[config.mk]
export PLATFORM = sky130hd
export DESIGN_NAME = hbus_bridge_top
export DESIGN_NICKNAME = d
export VERILOG_FILES = /design/src/hdl/hbus_pkg.sv /design/src/hdl/hbus_beat_engine.sv /design/src/hdl/hbus_bridge_top.sv /design/src/hdl/hbus_queue.sv /design/src/hdl/hbus_wb_slave.sv
export VERILOG_INCLUDE_DIRS = /design/src /design/src/hdl
export SDC_FILE = /design/constraint.sdc
export NUM_CORES = 1
export LEC_CHECK = 0
export BUFFER_PORTS_ARGS = -buffer_cell sky130_fd_sc_hd__buf_2
export CAP_MARGIN = 5
export CORE_MARGIN = 2
export CORE_UTILIZATION = 38
export CTS_BUF_LIST = sky130_fd_sc_hd__clkbuf_8
export CTS_CLUSTER_DIAMETER = 60
export CTS_CLUSTER_SIZE = 40
export DETAILED_ROUTE_END_ITERATION = 6
export GPL_TIMING_DRIVEN = 0
export PLACE_DENSITY = 0.63
export SYNTH_ARGS = -nofsm -noshare
export SYNTH_HDL_FRONTEND = slang
export SYNTH_SLANG_ARGS = --single-unit
[constraint.sdc]
create_clock -name wb_clk -period 14.7 [get_ports wb_clk]
set_clock_uncertainty 0.15 [all_clocks]
set_input_delay 2.94 -clock wb_clk [delete_from_list [all_inputs] [get_ports wb_clk]]
set_output_delay 2.94 -clock wb_clk [all_outputs]
set_load 0.005 [all_outputs]
[src/hdl/hbus_config.svh]
`ifndef HBUS_CONFIG_SVH
`define HBUS_CONFIG_SVH

// ~~~~~~~~~~~~~~~~~~~~~~~~~~~~~~~~~~~~~~~~~~~~~~~~~~
// Bridge geometry
// ~~~~~~~~~~~~~~~~~~~~~~~~~~~~~~~~~~~~~~~~~~~~~~~~~~

// Wishbone byte address
`define HBUS_WB_ADDR_W 32

// Memory port halfword address, one bit wider than the word address
`define HBUS_MEM_ADDR_W 12

// Entries in each of the command and response queues
`define HBUS_QUEUE_DEPTH 4

`endif

[src/hdl/hbus_pkg.sv]
`default_nettype none

`include "hbus_config.svh"

package hbus_pkg;

  // One queued Wishbone access
  typedef struct packed {
    logic                          we;     // 1 = write
    logic [`HBUS_MEM_ADDR_W-2:0]   addr;   // Word address
    logic [31:0]                   wdata;
    logic [3:0]                    mask;   // Inverted sel, high bit blocks the byte
  } hbus_cmd_t;

  // One completion, zero for writes
  typedef struct packed {
    logic [31:0] rdata;
  } hbus_rsp_t;

  typedef enum logic {
    SLV_IDLE,
    SLV_WAIT
  } hbus_slv_state_t;

  typedef enum logic [1:0] {
    ENG_IDLE,
    ENG_REQUEST,
    ENG_RELEASE,
    ENG_NEXT
  } hbus_eng_state_t;

endpackage

`default_nettype wire

[src/hdl/hbus_beat_engine.sv]
`default_nettype none

`include "hbus_config.svh"

module hbus_beat_engine (
  input  wire logic                        wb_clk,
  input  wire logic                        wb_rst,
  input  wire logic                        cmd_valid_i,
  input  wire hbus_pkg::hbus_cmd_t         cmd_i,
  input  wire logic                        rsp_full_i,
  input  wire logic                        hbus_ack_i,
  input  wire logic [15:0]                 hbus_dat_i,
  output      logic                        cmd_pop_o,
  output      logic                        rsp_push_o,
  output      hbus_pkg::hbus_rsp_t         rsp_o,
  output      logic                        hbus_req_o,
  output      logic                        hbus_we_o,
  output      logic [`HBUS_MEM_ADDR_W-1:0] hbus_adr_o,
  output      logic [15:0]                 hbus_dat_o,
  output      logic [1:0]                  hbus_mask_o
);

  hbus_pkg::hbus_eng_state_t state;
  hbus_pkg::hbus_cmd_t       cmd_q;
  logic                      beat;                        // 0 = low halfword
  logic [31:0]               rdata_q;

  // Hold off while a response push is still in flight so its slot is counted
  assign cmd_pop_o = (state == hbus_pkg::ENG_IDLE) & cmd_valid_i & ~rsp_full_i & ~rsp_push_o;

  // ~~~~~~~~~~~~~~~~~~~~~~~~~~~~~~~~~~~~~~~~~~~~~~~~~~
  // Four-phase beat sequencer
  // ~~~~~~~~~~~~~~~~~~~~~~~~~~~~~~~~~~~~~~~~~~~~~~~~~~

  always_ff @(posedge wb_clk) begin
    if (wb_rst) begin
      state      <= hbus_pkg::ENG_IDLE;
      beat       <= 1'b0;
      hbus_req_o <= 1'b0;
      rsp_push_o <= 1'b0;
    end else begin
      rsp_push_o <= 1'b0;

      case (state)
        hbus_pkg::ENG_IDLE: begin
          if (cmd_pop_o) begin
            beat       <= 1'b0;
            hbus_req_o <= 1'b1;                           // Outputs settle with req
            state      <= hbus_pkg::ENG_REQUEST;
          end
        end

        hbus_pkg::ENG_REQUEST: begin
          if (hbus_ack_i) begin
            hbus_req_o <= 1'b0;
            state      <= hbus_pkg::ENG_RELEASE;
          end
        end

        hbus_pkg::ENG_RELEASE: begin
          if (!hbus_ack_i) begin
            if (beat) begin
              rsp_push_o <= 1'b1;
              state      <= hbus_pkg::ENG_IDLE;
            end else begin
              beat  <= 1'b1;                              // Address moves before req
              state <= hbus_pkg::ENG_NEXT;
            end
          end
        end

        hbus_pkg::ENG_NEXT: begin
          hbus_req_o <= 1'b1;
          state      <= hbus_pkg::ENG_REQUEST;
        end

        default: state <= hbus_pkg::ENG_IDLE;
      endcase
    end
  end

  // ~~~~~~~~~~~~~~~~~~~~~~~~~~~~~~~~~~~~~~~~~~~~~~~~~~
  // Command latch and read assembly
  // ~~~~~~~~~~~~~~~~~~~~~~~~~~~~~~~~~~~~~~~~~~~~~~~~~~

  always_ff @(posedge wb_clk) begin
    if (cmd_pop_o) begin
      cmd_q <= cmd_i;
    end
    if (state == hbus_pkg::ENG_REQUEST && hbus_ack_i) begin
      if (beat) begin
        rdata_q[31:16] <= hbus_dat_i;
      end else begin
        rdata_q[15:0]  <= hbus_dat_i;
      end
    end
    if (state == hbus_pkg::ENG_RELEASE && !hbus_ack_i && beat) begin
      rsp_o.rdata <= cmd_q.we ? 32'h0 : rdata_q;          // Writes complete with zero
    end
  end

  assign hbus_we_o   = cmd_q.we;
  assign hbus_adr_o  = {cmd_q.addr, beat};                // Word times two plus beat
  assign hbus_dat_o  = beat ? cmd_q.wdata[31:16] : cmd_q.wdata[15:0];
  assign hbus_mask_o = beat ? cmd_q.mask[3:2] : cmd_q.mask[1:0];

endmodule

`default_nettype wire

[src/hdl/hbus_bridge_top.sv]
`default_nettype none

`include "hbus_config.svh"

module hbus_bridge_top (
  input  wire logic                        wb_clk,
  input  wire logic                        wb_rst,
  input  wire logic                        wb_cyc_i,
  input  wire logic                        wb_stb_i,
  input  wire logic                        wb_we_i,
  input  wire logic [`HBUS_WB_ADDR_W-1:0]  wb_adr_i,
  input  wire logic [31:0]                 wb_dat_i,
  input  wire logic [3:0]                  wb_sel_i,
  output      logic [31:0]                 wb_dat_o,
  output      logic                        wb_ack_o,
  input  wire logic                        hbus_ack_i,
  input  wire logic [15:0]                 hbus_dat_i,
  output      logic                        hbus_req_o,
  output      logic                        hbus_we_o,
  output      logic [`HBUS_MEM_ADDR_W-1:0] hbus_adr_o,
  output      logic [15:0]                 hbus_dat_o,
  output      logic [1:0]                  hbus_mask_o
);

  // ~~~~~~~~~~~~~~~~~~~~~~~~~~~~~~~~~~~~~~~~~~~~~~~~~~
  // Queue links
  // ~~~~~~~~~~~~~~~~~~~~~~~~~~~~~~~~~~~~~~~~~~~~~~~~~~

  logic                cmd_push;
  logic                cmd_full;
  logic                cmd_valid;
  logic                cmd_pop;
  hbus_pkg::hbus_cmd_t cmd_in;
  hbus_pkg::hbus_cmd_t cmd_head;

  logic                rsp_push;
  logic                rsp_full;
  logic                rsp_valid;
  logic                rsp_pop;
  hbus_pkg::hbus_rsp_t rsp_in;
  hbus_pkg::hbus_rsp_t rsp_head;

  hbus_wb_slave u_wb_slave (
    .wb_clk      (wb_clk),
    .wb_rst      (wb_rst),
    .wb_cyc_i    (wb_cyc_i),
    .wb_stb_i    (wb_stb_i),
    .wb_we_i     (wb_we_i),
    .wb_adr_i    (wb_adr_i),
    .wb_dat_i    (wb_dat_i),
    .wb_sel_i    (wb_sel_i),
    .cmd_full_i  (cmd_full),
    .rsp_valid_i (rsp_valid),
    .rsp_i       (rsp_head),
    .wb_ack_o    (wb_ack_o),
    .wb_dat_o    (wb_dat_o),
    .cmd_push_o  (cmd_push),
    .cmd_o       (cmd_in),
    .rsp_pop_o   (rsp_pop)
  );

  hbus_queue #(.payload_t(hbus_pkg::hbus_cmd_t)) u_cmd_queue (
    .wb_clk  (wb_clk),
    .wb_rst  (wb_rst),
    .push_i  (cmd_push),
    .data_i  (cmd_in),
    .pop_i   (cmd_pop),
    .data_o  (cmd_head),
    .valid_o (cmd_valid),
    .full_o  (cmd_full)
  );

  hbus_queue #(.payload_t(hbus_pkg::hbus_rsp_t)) u_rsp_queue (
    .wb_clk  (wb_clk),
    .wb_rst  (wb_rst),
    .push_i  (rsp_push),
    .data_i  (rsp_in),
    .pop_i   (rsp_pop),
    .data_o  (rsp_head),
    .valid_o (rsp_valid),
    .full_o  (rsp_full)
  );

  hbus_beat_engine u_beat_engine (
    .wb_clk      (wb_clk),
    .wb_rst      (wb_rst),
    .cmd_valid_i (cmd_valid),
    .cmd_i       (cmd_head),
    .rsp_full_i  (rsp_full),
    .hbus_ack_i  (hbus_ack_i),
    .hbus_dat_i  (hbus_dat_i),
    .cmd_pop_o   (cmd_pop),
    .rsp_push_o  (rsp_push),
    .rsp_o       (rsp_in),
    .hbus_req_o  (hbus_req_o),
    .hbus_we_o   (hbus_we_o),
    .hbus_adr_o  (hbus_adr_o),
    .hbus_dat_o  (hbus_dat_o),
    .hbus_mask_o (hbus_mask_o)
  );

endmodule

`default_nettype wire

[src/hdl/hbus_queue.sv]
`default_nettype none

`include "hbus_config.svh"

module hbus_queue #(
  parameter type payload_t = logic [31:0],
  parameter int  depth     = `HBUS_QUEUE_DEPTH
) (
  input  wire logic wb_clk,
  input  wire logic wb_rst,
  input  wire logic push_i,
  input  wire payload_t data_i,
  input  wire logic pop_i,
  output      payload_t data_o,
  output      logic valid_o,
  output      logic full_o
);

  localparam int ptr_w = (depth > 1) ? $clog2(depth) : 1;
  localparam int cnt_w = $clog2(depth + 1);

  payload_t         mem [depth];
  logic [ptr_w-1:0] wr_ptr;
  logic [ptr_w-1:0] rd_ptr;
  logic [cnt_w-1:0] count;
  logic             do_push;
  logic             do_pop;

  assign do_push = push_i & ~full_o;
  assign do_pop  = pop_i & valid_o;

  always_ff @(posedge wb_clk) begin
    if (do_push) begin
      mem[wr_ptr] <= data_i;
    end
  end

  always_ff @(posedge wb_clk) begin
    if (wb_rst) begin
      wr_ptr <= '0;
      rd_ptr <= '0;
      count  <= '0;
    end else begin
      if (do_push) begin
        wr_ptr <= (wr_ptr == ptr_w'(depth - 1)) ? '0 : wr_ptr + 1'b1;  // Wrap
      end
      if (do_pop) begin
        rd_ptr <= (rd_ptr == ptr_w'(depth - 1)) ? '0 : rd_ptr + 1'b1;
      end
      case ({do_push, do_pop})
        2'b10:   count <= count + 1'b1;
        2'b01:   count <= count - 1'b1;
        default: count <= count;                          // Both or neither
      endcase
    end
  end

  assign data_o  = mem[rd_ptr];                           // Head entry
  assign valid_o = (count != '0);
  assign full_o  = (count == cnt_w'(depth));

endmodule

`default_nettype wire

[src/hdl/hbus_wb_slave.sv]
`default_nettype none

`include "hbus_config.svh"

module hbus_wb_slave (
  input  wire logic                       wb_clk,
  input  wire logic                       wb_rst,
  input  wire logic                       wb_cyc_i,
  input  wire logic                       wb_stb_i,
  input  wire logic                       wb_we_i,
  input  wire logic [`HBUS_WB_ADDR_W-1:0] wb_adr_i,
  input  wire logic [31:0]                wb_dat_i,
  input  wire logic [3:0]                 wb_sel_i,
  input  wire logic                       cmd_full_i,
  input  wire logic                       rsp_valid_i,
  input  wire hbus_pkg::hbus_rsp_t        rsp_i,
  output      logic                       wb_ack_o,
  output      logic [31:0]                wb_dat_o,
  output      logic                       cmd_push_o,
  output      hbus_pkg::hbus_cmd_t        cmd_o,
  output      logic                       rsp_pop_o
);

  hbus_pkg::hbus_slv_state_t state;
  logic                      accept;

  // Ack still high means the master has not yet moved on from the last access
  assign accept = wb_cyc_i & wb_stb_i & ~wb_ack_o & ~cmd_full_i;

  // ~~~~~~~~~~~~~~~~~~~~~~~~~~~~~~~~~~~~~~~~~~~~~~~~~~
  // Control
  // ~~~~~~~~~~~~~~~~~~~~~~~~~~~~~~~~~~~~~~~~~~~~~~~~~~

  always_ff @(posedge wb_clk) begin
    if (wb_rst) begin
      state      <= hbus_pkg::SLV_IDLE;
      wb_ack_o   <= 1'b0;
      cmd_push_o <= 1'b0;
      rsp_pop_o  <= 1'b0;
    end else begin
      wb_ack_o   <= 1'b0;                                 // Single-cycle pulses
      cmd_push_o <= 1'b0;
      rsp_pop_o  <= 1'b0;

      case (state)
        hbus_pkg::SLV_IDLE: begin
          if (accept) begin
            cmd_push_o <= 1'b1;
            state      <= hbus_pkg::SLV_WAIT;
          end
        end

        hbus_pkg::SLV_WAIT: begin
          if (rsp_valid_i) begin
            wb_ack_o  <= 1'b1;
            rsp_pop_o <= 1'b1;                            // Pop lands with the ack
            state     <= hbus_pkg::SLV_IDLE;
          end
        end

        default: state <= hbus_pkg::SLV_IDLE;
      endcase
    end
  end

  // ~~~~~~~~~~~~~~~~~~~~~~~~~~~~~~~~~~~~~~~~~~~~~~~~~~
  // Payload
  // ~~~~~~~~~~~~~~~~~~~~~~~~~~~~~~~~~~~~~~~~~~~~~~~~~~

  always_ff @(posedge wb_clk) begin
    if (state == hbus_pkg::SLV_IDLE && accept) begin
      cmd_o.we    <= wb_we_i;
      cmd_o.addr  <= wb_adr_i[`HBUS_MEM_ADDR_W:2];        // Drop byte offset
      cmd_o.wdata <= wb_dat_i;
      cmd_o.mask  <= ~wb_sel_i;
    end
    if (state == hbus_pkg::SLV_WAIT && rsp_valid_i) begin
      wb_dat_o <= rsp_i.rdata;
    end
  end

endmodule

`default_nettype wire

# Yosys cells after proc, flatten, opt, wreduce, memory -nomap -nowiden
# Memory sizes are Yosys's and may differ from the RTL's. A register that Yosys moved wholly into a read port is not among the register bits.
# Cells that the tools add are included.
classes:
  addsub: 8
  n_eq_ne: 16
  mux: 28
  bitwise: 18
  reduce_logical: 21
ops:
  columns: ["op", "n"]
  rows:
  - ["2-bit two-way mux", 9]
  - ["2-bit == test, second input constant", 8]
  - ["16-bit two-way mux", 1]
  - ["1-bit two-way mux", 12]
  - ["3-bit case mux with 2 select lines", 2]
  - ["1-bit bitwise AND", 10]
  - ["3-bit AND reduction", 3]
  - ["3-bit nonzero test", 3]
  - ["2-bit by 1-bit adder with 2-bit output, second input constant", 4]
  - ["2-bit case mux with 4 select lines", 1]
  - ["1-bit inverter", 7]
  - ["3-bit by 1-bit adder with 3-bit output, second input constant", 2]
  - ["2-bit by 1-bit == test with 1-bit output, second input constant", 3]
  - ["3-bit == test, second input constant", 2]
  - ["2-bit != test, second input constant", 3]
  - ["2-bit nonzero test", 3]
  - ["3-bit by 1-bit subtractor with 3-bit output, second input constant", 2]
  - ["1-bit logical AND", 5]
  - ["4-bit inverter", 1]
  - ["1-bit case mux with 2 select lines", 2]
  - ["2-bit AND reduction", 2]
  - ["2-bit OR reduction", 2]
  - ["1-bit case mux with 3 select lines", 1]
  - ["3-bit OR reduction", 1]
  - ["2 further kinds", 2]
word_totals:
  ff_bits: 134
  mem_bits_rw: 320
  output_inout_bits: 65
  memories: 2
mem_list:
  columns: ["name", "depth", "width", "rd", "rd_clocked_by_memory_dff", "write_ports", "line_no", "rtl"]
  rows:
  - ["u_cmd_queue.mem", 4, 48, 1, 1, 1, "hbus_queue.sv:22", "payload_t mem [depth];"]
  - ["u_rsp_queue.mem", 4, 32, 1, 1, 1, "hbus_queue.sv:22", null]

# Longest topological paths before layout
# Gate-level depths: netlist (run 1).
depth:
  ltp_word: 7
  mapped_depth: 9
  ltp_nobuf: 9

# Modules after synthesis
# Synthesis (run 1) repeated with hierarchy kept, for this count alone.
unflattened:
  hier_cells: 839
  area_unflattened_um2: 19278.5
by_module_without_submodules:
  columns: ["mod", "instances", "cells_per_inst", "area_each_um2", "seq_area_each_um2"]
  rows:
  - ["hbus_queue (u_cmd_queue)", 1, 304, 7412.1, 5945.7]
  - ["hbus_queue (u_rsp_queue)", 1, 221, 5104.9, 4023.9]
  - ["hbus_beat_engine", 1, 219, 4226.6, 3463.3]
  - ["hbus_wb_slave", 1, 95, 2534.9, 2462.4]

# Least setup slack after synthesis (run 1)
# No wires, ideal clock.
synth_path:
  path_type: "reg2reg"
  from: "register u_beat_engine.state[0]"
  to: "register, netlist name u_beat_engine.cmd_q[0]"
  setup_ns: 0.590
  t_arrival_ns: 5.624
  required_ns: 13.960
  setup_slack_ns: 8.337
  path_stages_with_launch: 4
  path_buffers: 0
  synth_period_minus_slack_ns: 6.363
  path_cell_list: "dfxtp_1 -> inv_1 -> ha_1 -> nor4b_1"
synth_between:
  elab_chain_cells: 4
synth_lines:
  columns: ["element", "line_no", "rtl"]
  rows:
  - ["start, declared", "hbus_beat_engine.sv:23", "hbus_pkg::hbus_eng_state_t state;"]
  - ["start signal, assigned", "hbus_beat_engine.sv:37", "state <= hbus_pkg::ENG_IDLE;"]
  - ["start signal, assigned", "hbus_beat_engine.sv:49", "state <= hbus_pkg::ENG_REQUEST;"]
  - ["start signal, assigned", "hbus_beat_engine.sv:56", "state <= hbus_pkg::ENG_RELEASE;"]
  - ["2-bit zero test", "hbus_beat_engine.sv:29", "assign cmd_pop_o = (state == hbus_pkg::ENG_IDLE) & cmd_valid_i & ~rsp_full_i & ~rsp_push_o;"]
  - ["1-bit bitwise AND (3 in a row)", "hbus_beat_engine.sv:29", null]
  - ["net cmd_pop", "hbus_bridge_top.sv:32", "logic cmd_pop;"]
# The timed path passes the listed nets, and every way through them passes these cells.
# A chain may end at the register's enable or synchronous reset.

# Final worst setup path (run 1)
layout_path:
  from: "register u_beat_engine.beat"
  to: "output hbus_dat_o[2]"
layout_between:
  elab_chain_cells: 1
layout_lines:
  columns: ["element", "line_no", "rtl"]
  rows:
  - ["start, declared", "hbus_beat_engine.sv:25", "logic beat;"]
  - ["start signal, assigned", "hbus_beat_engine.sv:38", "beat <= 1'b0;"]
  - ["start signal, assigned", "hbus_beat_engine.sv:47", "beat <= 1'b0;"]
  - ["start signal, assigned", "hbus_beat_engine.sv:66", "beat <= 1'b1;"]
  - ["16-bit two-way mux", "hbus_beat_engine.sv:104", "assign hbus_dat_o = beat ? cmd_q.wdata[31:16] : cmd_q.wdata[15:0];"]
  - ["end, declared", "hbus_bridge_top.sv:21", "output logic [15:0] hbus_dat_o,"]
# No other way between the ends.

==> results of run 1 <==
## flip-flops by register name, indices dropped and copies added (netlist names)
register and flops:
u_wb_slave.state 1, u_beat_engine.hbus_req_o 1, u_wb_slave.cmd_o 48, u_wb_slave.cmd_push_o 1, u_rsp_queue.mem 128, u_beat_engine.hbus_we_o 1
u_wb_slave.wb_ack_o 1, u_rsp_queue.count 3, u_rsp_queue.wr_ptr 2, u_rsp_queue.rd_ptr 2, u_cmd_queue.mem 192, u_beat_engine.hbus_adr_o 11
u_wb_slave.wb_dat_o 32, u_beat_engine.rdata_q 32, u_beat_engine.state 2, u_cmd_queue.rd_ptr 2, u_beat_engine.rsp_o 32, u_beat_engine.beat 1
u_beat_engine.cmd_q 36, u_beat_engine.rsp_push_o 1, u_cmd_queue.count 3, u_cmd_queue.wr_ptr 2
## routing by layer
layer,track usage,part of all wire,up-vias
li1,-,-,3683
met1,0.167,0.43,4132
met2,0.224,0.50,174
met3,0.0295,0.053,30
met4,0.0306,0.015,0
met5,0,0,-
## final timing paths
| path | to | slack, ns | depth (start not counted) |
|---|---|---|---|
| worst max-delay path | hbus_dat_o[2] | 9.27 | 3 |
| worst min-delay path | u_rsp_queue.mem[0][7] | 0.33 | 0 |
| worst max register to register | u_cmd_queue.count[2] | 12.01 | 9 |
| worst min register to register | u_rsp_queue.mem[0][7] | 0.33 | 0 |
## through the flow
step           hold WS (ns)  cell area, sq um
2_1_floorplan         0.295             19100
3_3_place_gp          0.305             20600
3_5_place_dp          0.324             20800
4_1_cts               0.338             21800
5_1_grt               0.355             21800
6_report              0.334             21800
## power groups by stage
stage	Combinational [mW]	Clock (mW)	Sequential [mW]
5_1_grt	0.472	0.980	1.88
4_1_cts	0.446	0.931	1.86
2_1_floorplan	0.264	0	1.89
3_5_place_dp	0.445	0	1.90
6_report	0.430	0.897	1.86
3_3_place_gp	0.409	0	1.92
## final cells by class
class                      count  area share
antenna                        2    0.000230
buffer                        38     0.00964
clock buffer                  39      0.0246
clock inverter                27      0.0201
inverter                      21     0.00362
multi-input combinational    233       0.140
sequential                   534       0.725
tap                          672      0.0386
timing repair buffer         146      0.0379
## worst register-to-register path, cell delays in order (launching register included)
cell,delay [ns]
dfxtp_1,0.34
inv_1,0.10
ha_1,0.23
nor4b_4,0.43
ha_1,0.26
inv_1,0.07
fa_1,0.44
xor2_1,0.16
or3_1,0.30
a21oi_1,0.15
## cells by family (layout without fill, tap and decap cells)
family / after synthesis / after routing
XOR/XNOR: 4 / 4
other: 0 / 2
flip-flops: 534 / 534
AO/OA/AOI/OAI: 20 / 20
buffers and inverters: 59 / 271
AND/OR/NAND/NOR: 89 / 89
multiplexers: 103 / 103
adder cells (fa/ha/maj): 17 / 17
## cells in the mapped netlist
cell type,instances,area [sq um]
xor2_1,4,35.0
buf_4,14,105
o31ai_4,1,21.3
and3_1,4,25.0
o41ai_2,1,16.3
or3_1,4,25.0
dfxtp_1,22,440
nor2_1,16,60.1
ha_1,15,188
or3b_2,1,8.76
or3b_4,1,11.3
nor4b_4,1,23.8
mux2_2,19,214
buf_2,12,60.1
nand3_1,2,10.0
and2_1,2,12.5
inv_1,21,78.8
o31ai_1,1,7.51
a32o_1,2,20.0
nand2_1,8,30.0
nand2_2,1,6.26
nand3b_1,1,7.51
a211o_1,2,17.5
nor2b_1,33,206
edfxtp_1,512,15400
nand2b_1,2,12.5
clkbuf_1,6,22.5
nand4_1,1,6.26
nor3_2,1,10.0
mux2i_1,4,40.0
nor3b_2,1,12.5
a21oi_1,10,50.1
nor3_1,4,20.0
o21ai_0,3,15.0
buf_1,6,22.5
mux4_2,80,1800
nor3b_1,1,7.51
and3_2,4,30.0
fa_1,2,40.0
nor4b_1,1,8.76
==> results.py, run 1 <==
metrics = {
    "outcome": {
        "outcome": "complete, no violations",
    },
    "clock_tree": {
        "cts_buffers": 37,
        "post-cts-setup-buffers": 0,
        "root_buffer": "clkbuf_8",
        "clock_latency_ns": 0.65,
        "post_cts_resized": 0,
        "htreeDepth": 2,
        "cts_sinks": 534,
        "holdBufCountCts": 0,
        "clk_pin_slew_worst_paths_ns": 0.16,
        "cts_tree": "yes",
        "clock_path_buffers": 3,
    },
    "global_routing": {
        "grt_pass1_vias": 8424,
        "grt.overflow.total": 0,
        "grt_start_max_net_pins": 49,
        "grt_first_pass_wirelength_um": 50300,
        "track_usage": 0.130,
        "antenna_found_initial": 0,
    },
    "worst_setup_path": {
        "critical_path_buf_inv_count": 2,
        "cp.required_ns": 11.61,
        "cpMaxStageDelayCell": "buf_1",
        "max_stage_delay_ns": 0.69,
        "cp_max_fo": 10,
        "cp-end-kind": "output port",
        "critPathTopFamily": "buffers and inverters",
        "critPathKind": "reg2out",
        "cp.arrival_ns": 2.34,
        "worstPathCellList": "buf_1, mux2_2, buf_2",
        "worstSetupStartpoint": "u_beat_engine.beat",
        "worstSetupStartpointType": "register",
        "crit-reg2reg-launch": "u_beat_engine.state[0]",
    },
    "power": {
        "switchingPower_mw": 0.818,
        "p_int_mw": 2.37,
        "p_per_area_mw_per_mm2": 146,
        "power_leakage_nw": 7.01,
        "p_comb_frac": 0.135,
        "clockPowerShare": 0.281,
        "seqPwrFrac": 0.584,
        "total_power_mw": 3.19,
        "ir_drop_mv": 0.0952,
        "switching_share": 0.257,
    },
    "timing": {
        "setup_viol": 0,
        "fin_crit_sh": 0.369,
        "finalHoldViolCount": 0,
        "rsz0062_at_grt": "false",
        "fmax_mhz": 184,
        "slew-limit-headroom": 0.378,
        "tns_ns": 0,
        "period_needed_ns": 5.43,
        "worstMarginPinSlew_ns": 0.933,
        "fin_ws_ns": 9.27,
        "maxSlewViolCount": 0,
    },
    "logic_synthesis": {
        "synth_top_family_by_area": "multiplexers",
        "synth_cells": 826,
        "syn_nets": 933,
        "synth_compound_area_frac": 0.00773,
        "synth-simple-area-share": 0.0280,
        "synth.avg_cell_area_sq_um": 23.1,
        "synth_xor_area_frac": 0.00183,
        "yosysWarnings": 0,
        "yosysUniqueCellTypes": 40,
        "seq_area_frac_synth": 0.828,
        "muxShareOfSynthArea": 0.108,
        "synth-seq-cells": 534,
        "syn_area_sq_mm": 0.0191,
        "yosys.area_share.adder": 0.0119,
    },
    "layout": {
        "final_util": 0.437,
        "fin_cells": 1712,
        "multi_input_area_sq_mm": 0.00305,
        "fillers": 4315,
        "drive_gt1_frac": 0.343,
        "final_cell_mix": "edfxtp_1, buf_2, mux4_2",
        "seq_area_sq_mm": 0.0158,
        "nets": 1118,
        "area_growth_pct": 14.1,
        "final_common_cell": "edfxtp_1",
    },
    "floorplanning": {
        "die_h_um": 228,
        "die_x_um": 228,
        "ios": 155,
        "start_util": 0.383,
        "die_area_sq_mm": 0.0521,
        "fp.coreArea_sq_mm": 0.0499,
        "num_rows": 82,
    },
    "min_path": {
        "hp-class": "reg2reg",
        "min-delay-start": "u_beat_engine.rsp_o[7]",
    },
    "flow_run": {
        "cap_violations": 0,
    },
    "routing": {
        "routed_wirelength_um": 33300,
        "drc": 0,
        "routed_via_density": 4.68,
        "ant_nets": 0,
        "wire_per_inst_um": 19.4,
        "dr.pass1.iters": 4,
        "first_iter_violations": 516,
        "num_vias": 8019,
    },
    "placement": {
        "place_ws_ns": 9.90,
        "gp_congestion": 0.698,
        "dp_cells": 1644,
        "dpl.hpwl_um": 20500,
        "io_buffers": 133,
    },
}
Power figures use the tool's default switching activity.
==> run 2, diff against run 1 <==
--- a/config.mk
+++ b/config.mk
@@ -15,7 +15,7 @@
 export CTS_CLUSTER_SIZE = 40
 export DETAILED_ROUTE_END_ITERATION = 6
 export GPL_TIMING_DRIVEN = 0
-export PLACE_DENSITY = 0.63
+export PLACE_DENSITY = 0.65
 export SYNTH_ARGS = -nofsm -noshare
 export SYNTH_HDL_FRONTEND = slang
 export SYNTH_SLANG_ARGS = --single-unit
==> constraint.sdc (replaced) <==
create_clock -name wb_clk -period 4.45 [get_ports wb_clk]
set_clock_uncertainty 0.15 [all_clocks]
set_input_delay 0.89 -clock wb_clk [delete_from_list [all_inputs] [get_ports wb_clk]]
set_output_delay 0.89 -clock wb_clk [all_outputs]
set_load 0.005 [all_outputs]
==> results.py, run 2 (same netlist as run 1, synthesis figures left out) <==
metrics = {
    "outcome": {
        "outcome": "complete, no violations",
    },
    "global_routing": {
        "track_usage": 0.129,
        "grt_start_max_net_pins": 49,
        "grt_pass1_vias": 8620,
        "antenna_found_initial": 0,
        "grt_first_pass_wirelength_um": 50700,
        "grt.overflow.total": 0,
    },
    "worst_setup_path": {
        "worstPathCellList": "buf_1, mux2_2, buf_2",
        "critical_path_buf_inv_count": 2,
        "crit_end": "hbus_dat_o[3]",
        "max_stage_delay_ns": 0.64,
        "cp_max_fo": 10,
        "critPathTopFamily": "buffers and inverters",
        "cp.required_ns": 3.41,
        "worstSetupStartpoint": "u_beat_engine.beat",
        "cpMaxStageDelayCell": "buf_1",
        "ff2ff_path_depth": 9,
        "cp.arrival_ns": 2.30,
        "critPathKind": "reg2out",
        "crit_cells": 3,
        "regToRegSetupSlack_ns": 1.80,
        "worstSetupStartpointType": "register",
        "cp-end-kind": "output port",
        "r2r-end": "u_cmd_queue.count[2]",
        "crit-reg2reg-launch": "u_beat_engine.state[1]",
    },
    "timing": {
        "maxSlewViolCount": 0,
        "worstMarginPinSlew_ns": 0.927,
        "tns_ns": 0,
        "setup_viol": 0,
        "fin_ws_ns": 1.11,
        "rsz0062_at_grt": "false",
        "slew-limit-headroom": 0.380,
        "fin_crit_sh": 0.751,
        "fmax_mhz": 299,
        "period_needed_ns": 3.34,
        "finalHoldViolCount": 0,
    },
    "clock_tree": {
        "cts_sinks": 534,
        "post_cts_resized": 0,
        "clock_path_buffers": 3,
        "post-cts-setup-buffers": 0,
        "cts_buffers": 41,
        "htreeDepth": 2,
        "holdBufCountCts": 0,
        "clk_pin_slew_worst_paths_ns": 0.13,
        "clock_latency_ns": 0.64,
        "cts_tree": "yes",
        "root_buffer": "clkbuf_8",
    },
    "power": {
        "switchingPower_mw": 2.73,
        "ir_drop_mv": 0.337,
        "p_comb_frac": 0.133,
        "power_leakage_nw": 7.04,
        "p_int_mw": 7.94,
        "clockPowerShare": 0.290,
        "p_per_area_mw_per_mm2": 487,
        "total_power_mw": 10.7,
        "seqPwrFrac": 0.577,
        "switching_share": 0.256,
    },
    "flow_run": {
        "cap_violations": 0,
    },
    "routing": {
        "ant_nets": 0,
        "routed_via_density": 4.79,
        "wire_per_inst_um": 19.5,
        "drc": 0,
        "first_iter_violations": 586,
        "num_vias": 8219,
        "dr.pass1.iters": 4,
        "routed_wirelength_um": 33400,
    },
    "layout": {
        "largest_reg_flops": 192,
        "regMostFlops": "u_cmd_queue.mem",
        "final_util": 0.439,
        "insertedDiodeCount": 0,
        "drive_gt1_frac": 0.350,
        "final_cell_mix": "edfxtp_1, buf_2, mux4_2",
        "design_area_sq_mm": 0.0219,
        "final_common_cell": "edfxtp_1",
        "reg_top3": "u_cmd_queue.mem (192), u_rsp_queue.mem (128), u_wb_slave.cmd_o (48)",
        "area_growth_pct": 14.5,
        "nets": 1118,
    },
    "floorplanning": {
        "ios": 155,
        "start_util": 0.383,
        "fp.coreArea_sq_mm": 0.0499,
        "die_x_um": 228,
        "die_area_sq_mm": 0.0521,
        "die_h_um": 228,
        "num_rows": 82,
    },
    "placement": {
        "place_ws_ns": 1.74,
        "placed_cell_area_sq_mm": 0.0208,
        "gp_congestion": 0.704,
        "io_buffers": 133,
        "dpl.hpwl_um": 20600,
    },
    "min_path": {
        "min-delay-start": "wb_dat_i[20]",
        "hp-class": "in2reg",
    },
}
[run 2: cell count changes in the layout (fill, tap and decap cells not counted), sizes merged]
| cell | delta |
|---|---|
| clkbuf | +6 |
| buf | -4 |
| clkinv | +3 |
| clkinvlp | +2 |
| diode | -2 |
| inv | -1 |
[run 2: layout make-up]
cell class | instances | area (sq um)
plain buffers | 38 | 210
clock buffers | 45 | 619
clock inverters | 31 | 443
fillers | 4277 | 28000
inverters | 21 | 78.8
multi-input cells | 233 | 3060
flip-flops and latches | 534 | 15800
well taps | 672 | 841
repair buffers | 142 | 812
[run 2: metal layers]
metal	part of all wire	vias up	track usage
met5	0	-	0
met3	0.061	55	0.0300
li1	-	3693	-
met1	0.42	4244	0.165
met4	0.023	0	0.0427
met2	0.50	227	0.219
[run 2: how the worst min path moves through the flow]
stage	to	slack [ns]	cells after the start
finish	u_wb_slave.cmd_o[24]	0.26	1
floorplan	u_wb_slave.state	0.29	2
CTS	u_wb_slave.cmd_o[24]	0.20	1
global placement	u_wb_slave.state	0.31	2
detailed placement	u_wb_slave.state	0.33	2
global route	u_wb_slave.cmd_o[24]	0.21	1
[run 2: power groups by stage]
stage	logic, mW	clock network, mW	registers, mW
floorplan	0.875	0	6.22
global placement	1.26	0	6.23
detailed placement	1.46	0	6.27
CTS	1.47	3.21	6.15
global route	1.57	3.37	6.19
finish	1.42	3.09	6.15
[run 2: worst register-to-register path: stages (launching register included)]
cell and delay [ns]:
dfxtp_1 0.33, inv_1 0.10, ha_1 0.24, nor4b_4 0.40, ha_1 0.25, inv_1 0.07, fa_1 0.43, xor2_1 0.17
or3_1 0.31, a21oi_1 0.14
[run 2: stage by stage]
step	instances	hold WS, ns
after floorplan	826	0.295
after global placement	1631	0.309
after detailed placement	1640	0.327
after CTS	1716	0.196
after global routing	1716	0.213
final	1716	0.261
==> run 3, diff against run 2 <==
--- a/config.mk
+++ b/config.mk
@@ -6,6 +6,7 @@
 export SDC_FILE = /design/constraint.sdc
 export NUM_CORES = 1
 export LEC_CHECK = 0
+export ABC_AREA = 1
 export BUFFER_PORTS_ARGS = -buffer_cell sky130_fd_sc_hd__buf_2
 export CAP_MARGIN = 5
 export CORE_MARGIN = 2
@@ -15,7 +16,7 @@
 export CTS_CLUSTER_SIZE = 40
 export DETAILED_ROUTE_END_ITERATION = 6
 export GPL_TIMING_DRIVEN = 0
-export PLACE_DENSITY = 0.65
+export PLACE_DENSITY = 0.63
 export SYNTH_ARGS = -nofsm -noshare
 export SYNTH_HDL_FRONTEND = slang
 export SYNTH_SLANG_ARGS = --single-unit
==> constraint.sdc (replaced) <==
create_clock -name wb_clk -period 3.1 [get_ports wb_clk]
set_clock_uncertainty 0.15 [all_clocks]
set_input_delay 0.62 -clock wb_clk [delete_from_list [all_inputs] [get_ports wb_clk]]
set_output_delay 0.62 -clock wb_clk [all_outputs]
set_load 0.005 [all_outputs]
==> results.py, run 3 <==
metrics = {
    "logic_synthesis": {
        "synth.avg_cell_area_sq_um": 15.2,
        "synth_common_cells": "edfxtp_1, nor2_1, o21ai_0",
        "synth_top_cell_area_share": 0.792,
        "syn_nets": 1381,
        "yosysMostFrequentCell": "edfxtp_1",
        "seq_area_frac_synth": 0.815,
        "synth-simple-area-share": 0.0611,
        "synth_xor_area_frac": 0,
        "synth-main-ff-cell": "edfxtp_1",
        "muxShareOfSynthArea": 0,
        "yosysWarnings": 0,
        "synth_area_leaders": "edfxtp_1, nor2_1, o21ai_0",
        "ys_async_sr_fraction": 0,
        "synth_cells": 1274,
        "synth_compound_area_frac": 0.0769,
        "yosysUniqueCellTypes": 31,
        "yosys.area_share.adder": 0.0117,
        "synth_top_area_cell": "edfxtp_1",
        "synth_edf_count": 512,
        "synth_top_family_by_area": "compound AO/OA/AOI/OAI gates",
        "syn_area_sq_mm": 0.0194,
        "synth-seq-cells": 534,
    },
    "layout": {
        "final_common_cell": "edfxtp_1",
        "regMostFlops": "u_cmd_queue.mem",
        "final_cell_mix": "edfxtp_1, nor2_1, o21ai_0",
        "nets": 1594,
        "drive_gt1_frac": 0.183,
        "seq_area_sq_mm": 0.0158,
        "fillers": 4410,
        "design_area_sq_mm": 0.0226,
        "multi_input_area_sq_mm": 0.00299,
        "reg_top3": "u_cmd_queue.mem (192), u_rsp_queue.mem (128), u_wb_slave.cmd_o (48)",
        "area_growth_pct": 16.2,
        "largest_reg_flops": 192,
    },
    "worst_setup_path": {
        "cp.required_ns": 2.33,
        "ff2ff_path_depth": 13,
        "worstSetupStartpointType": "register",
        "r2r-end": "u_cmd_queue.count[2]",
        "cp-end-kind": "output port",
        "critPathKind": "reg2out",
        "cp_max_fo": 10,
        "regToRegSetupSlack_ns": 0.65,
        "crit-reg2reg-launch": "u_beat_engine.state[0]",
        "cp.arrival_ns": 2.12,
    },
    "floorplanning": {
        "die_x_um": 230,
        "ios": 155,
        "fp.coreArea_sq_mm": 0.0503,
        "num_rows": 82,
        "die_h_um": 230,
        "die_area_sq_mm": 0.0529,
        "start_util": 0.386,
    },
    "global_routing": {
        "track_usage": 0.152,
        "grt.overflow.total": 0,
        "grt_first_pass_wirelength_um": 61400,
        "grt_pass1_vias": 10700,
        "antenna_found_initial": 0,
        "grt_start_max_net_pins": 39,
    },
    "timing": {
        "finalHoldViolCount": 0,
        "rsz0062_at_grt": "false",
        "tns_ns": 0,
        "fin_crit_sh": 0.932,
        "maxSlewViolCount": 0,
        "worstMarginPinSlew_ns": 0.936,
        "setup_viol": 0,
        "period_needed_ns": 2.89,
        "fmax_mhz": 346,
        "slew-limit-headroom": 0.374,
        "fin_ws_ns": 0.210,
    },
    "placement": {
        "dpl.hpwl_um": 26700,
        "gp_congestion": 0.783,
        "io_buffers": 132,
        "placed_cell_area_sq_mm": 0.0214,
        "place_ws_ns": 0.606,
    },
    "min_path": {
        "min-delay-start": "wb_dat_i[12]",
        "holdPathEnd": "u_wb_slave.cmd_o[16]",
        "whs_path_depth": 1,
        "hp-class": "in2reg",
    },
    "routing": {
        "drc": 0,
        "dr.pass1.iters": 5,
        "wire_per_inst_um": 18.5,
        "ant_nets": 0,
        "first_iter_violations": 1027,
        "routed_via_density": 4.93,
        "routed_wirelength_um": 40500,
        "num_vias": 10800,
    },
    "clock_tree": {
        "htreeDepth": 2,
        "clock_path_buffers": 3,
        "clk_pin_slew_worst_paths_ns": 0.14,
        "cts_tree": "yes",
        "clock_latency_ns": 0.62,
        "cts_sinks": 534,
        "cts_buffers": 34,
        "root_buffer": "clkbuf_8",
        "post_cts_resized": 0,
    },
    "outcome": {
        "outcome": "complete, no violations",
    },
    "power": {
        "ir_drop_mv": 0.462,
        "power_leakage_nw": 7.76,
        "p_per_area_mw_per_mm2": 687,
    },
    "flow_run": {
        "cap_violations": 0,
    },
}
run 3: power breakdown:
group	internal [mW]	switching (mW)	leakage, nW
clock network	1.51	2.42	0.420
logic	0.892	1.75	2.52
registers	8.69	0.243	4.83
total	11.1	4.41	7.76
run 3: cell families after synthesis:
kind of cell / count (synthesis)
DFF: 534
adders and majority gates: 17
AOI/OAI and AO/OA: 277
buffers and inverters: 151
and+or+nand+nor: 295
run 3: repair_timing:
| action | 4_1_cts | 5_1_grt |
|---|---|---|
| endpoints found under the hold margin | 23 | 4 |
| hold buffers | 23 | 4 |
| setup buffers | 0 | 0 |
run 3: cell type report:
type,instances,area share
diodes,1,0.000111
repair buffers,177,0.0610
plain buffers,72,0.0170
inverters,79,0.0133
multi-input cells,589,0.133
flip-flops and latches,534,0.701
clock inverters,25,0.0154
well taps,672,0.0373
clock buffers,36,0.0220
run 3: worst max path at each step:
stage	from	endpoint	cells after the start
3_5_place_dp	u_beat_engine.beat	u_beat_engine.rsp_o[2]	4
4_1_cts	u_beat_engine.beat	hbus_dat_o[2]	5
2_1_floorplan	u_cmd_queue.count[0]	u_cmd_queue.mem[0][0]	4
3_3_place_gp	u_cmd_queue.count[0]	u_cmd_queue.mem[0][22]	4
5_1_grt	u_beat_engine.beat	hbus_dat_o[2]	5
6_report	u_beat_engine.beat	hbus_dat_o[7]	4
run 3: critical path, stage by stage, from the launching register on:
cell and delay, ns:
dfxtp_1 0.44, clkbuf_1 0.65, nand2_1 0.13, nand2_1 0.17, buf_2 0.14
run 3: metrics by stage:
stage	instances	hold WS, ns	util	power (mW)
after floorplan	1274	0.272	-	10.5
after global placement	2078	0.286	0.416	11.6
after detailed placement	2096	0.301	0.426	11.7
after CTS	2180	0.00117	0.448	15.6
after global routing	2184	0.000402	0.449	16.2
final	2185	0.0394	0.449	15.5
run 3: per-layer routing:
metal / share of wire / GRT usage / up-vias / wire [um]
met3: 0.066 / 0.0268 / 54 / 2670
met5: 0 / 0 / - / 0
met1: 0.42 / 0.200 / 5308 / 17000
met2: 0.49 / 0.261 / 360 / 20000
li1: - / - / 5056 / -
met4: 0.020 / 0.0387 / 0 / 809
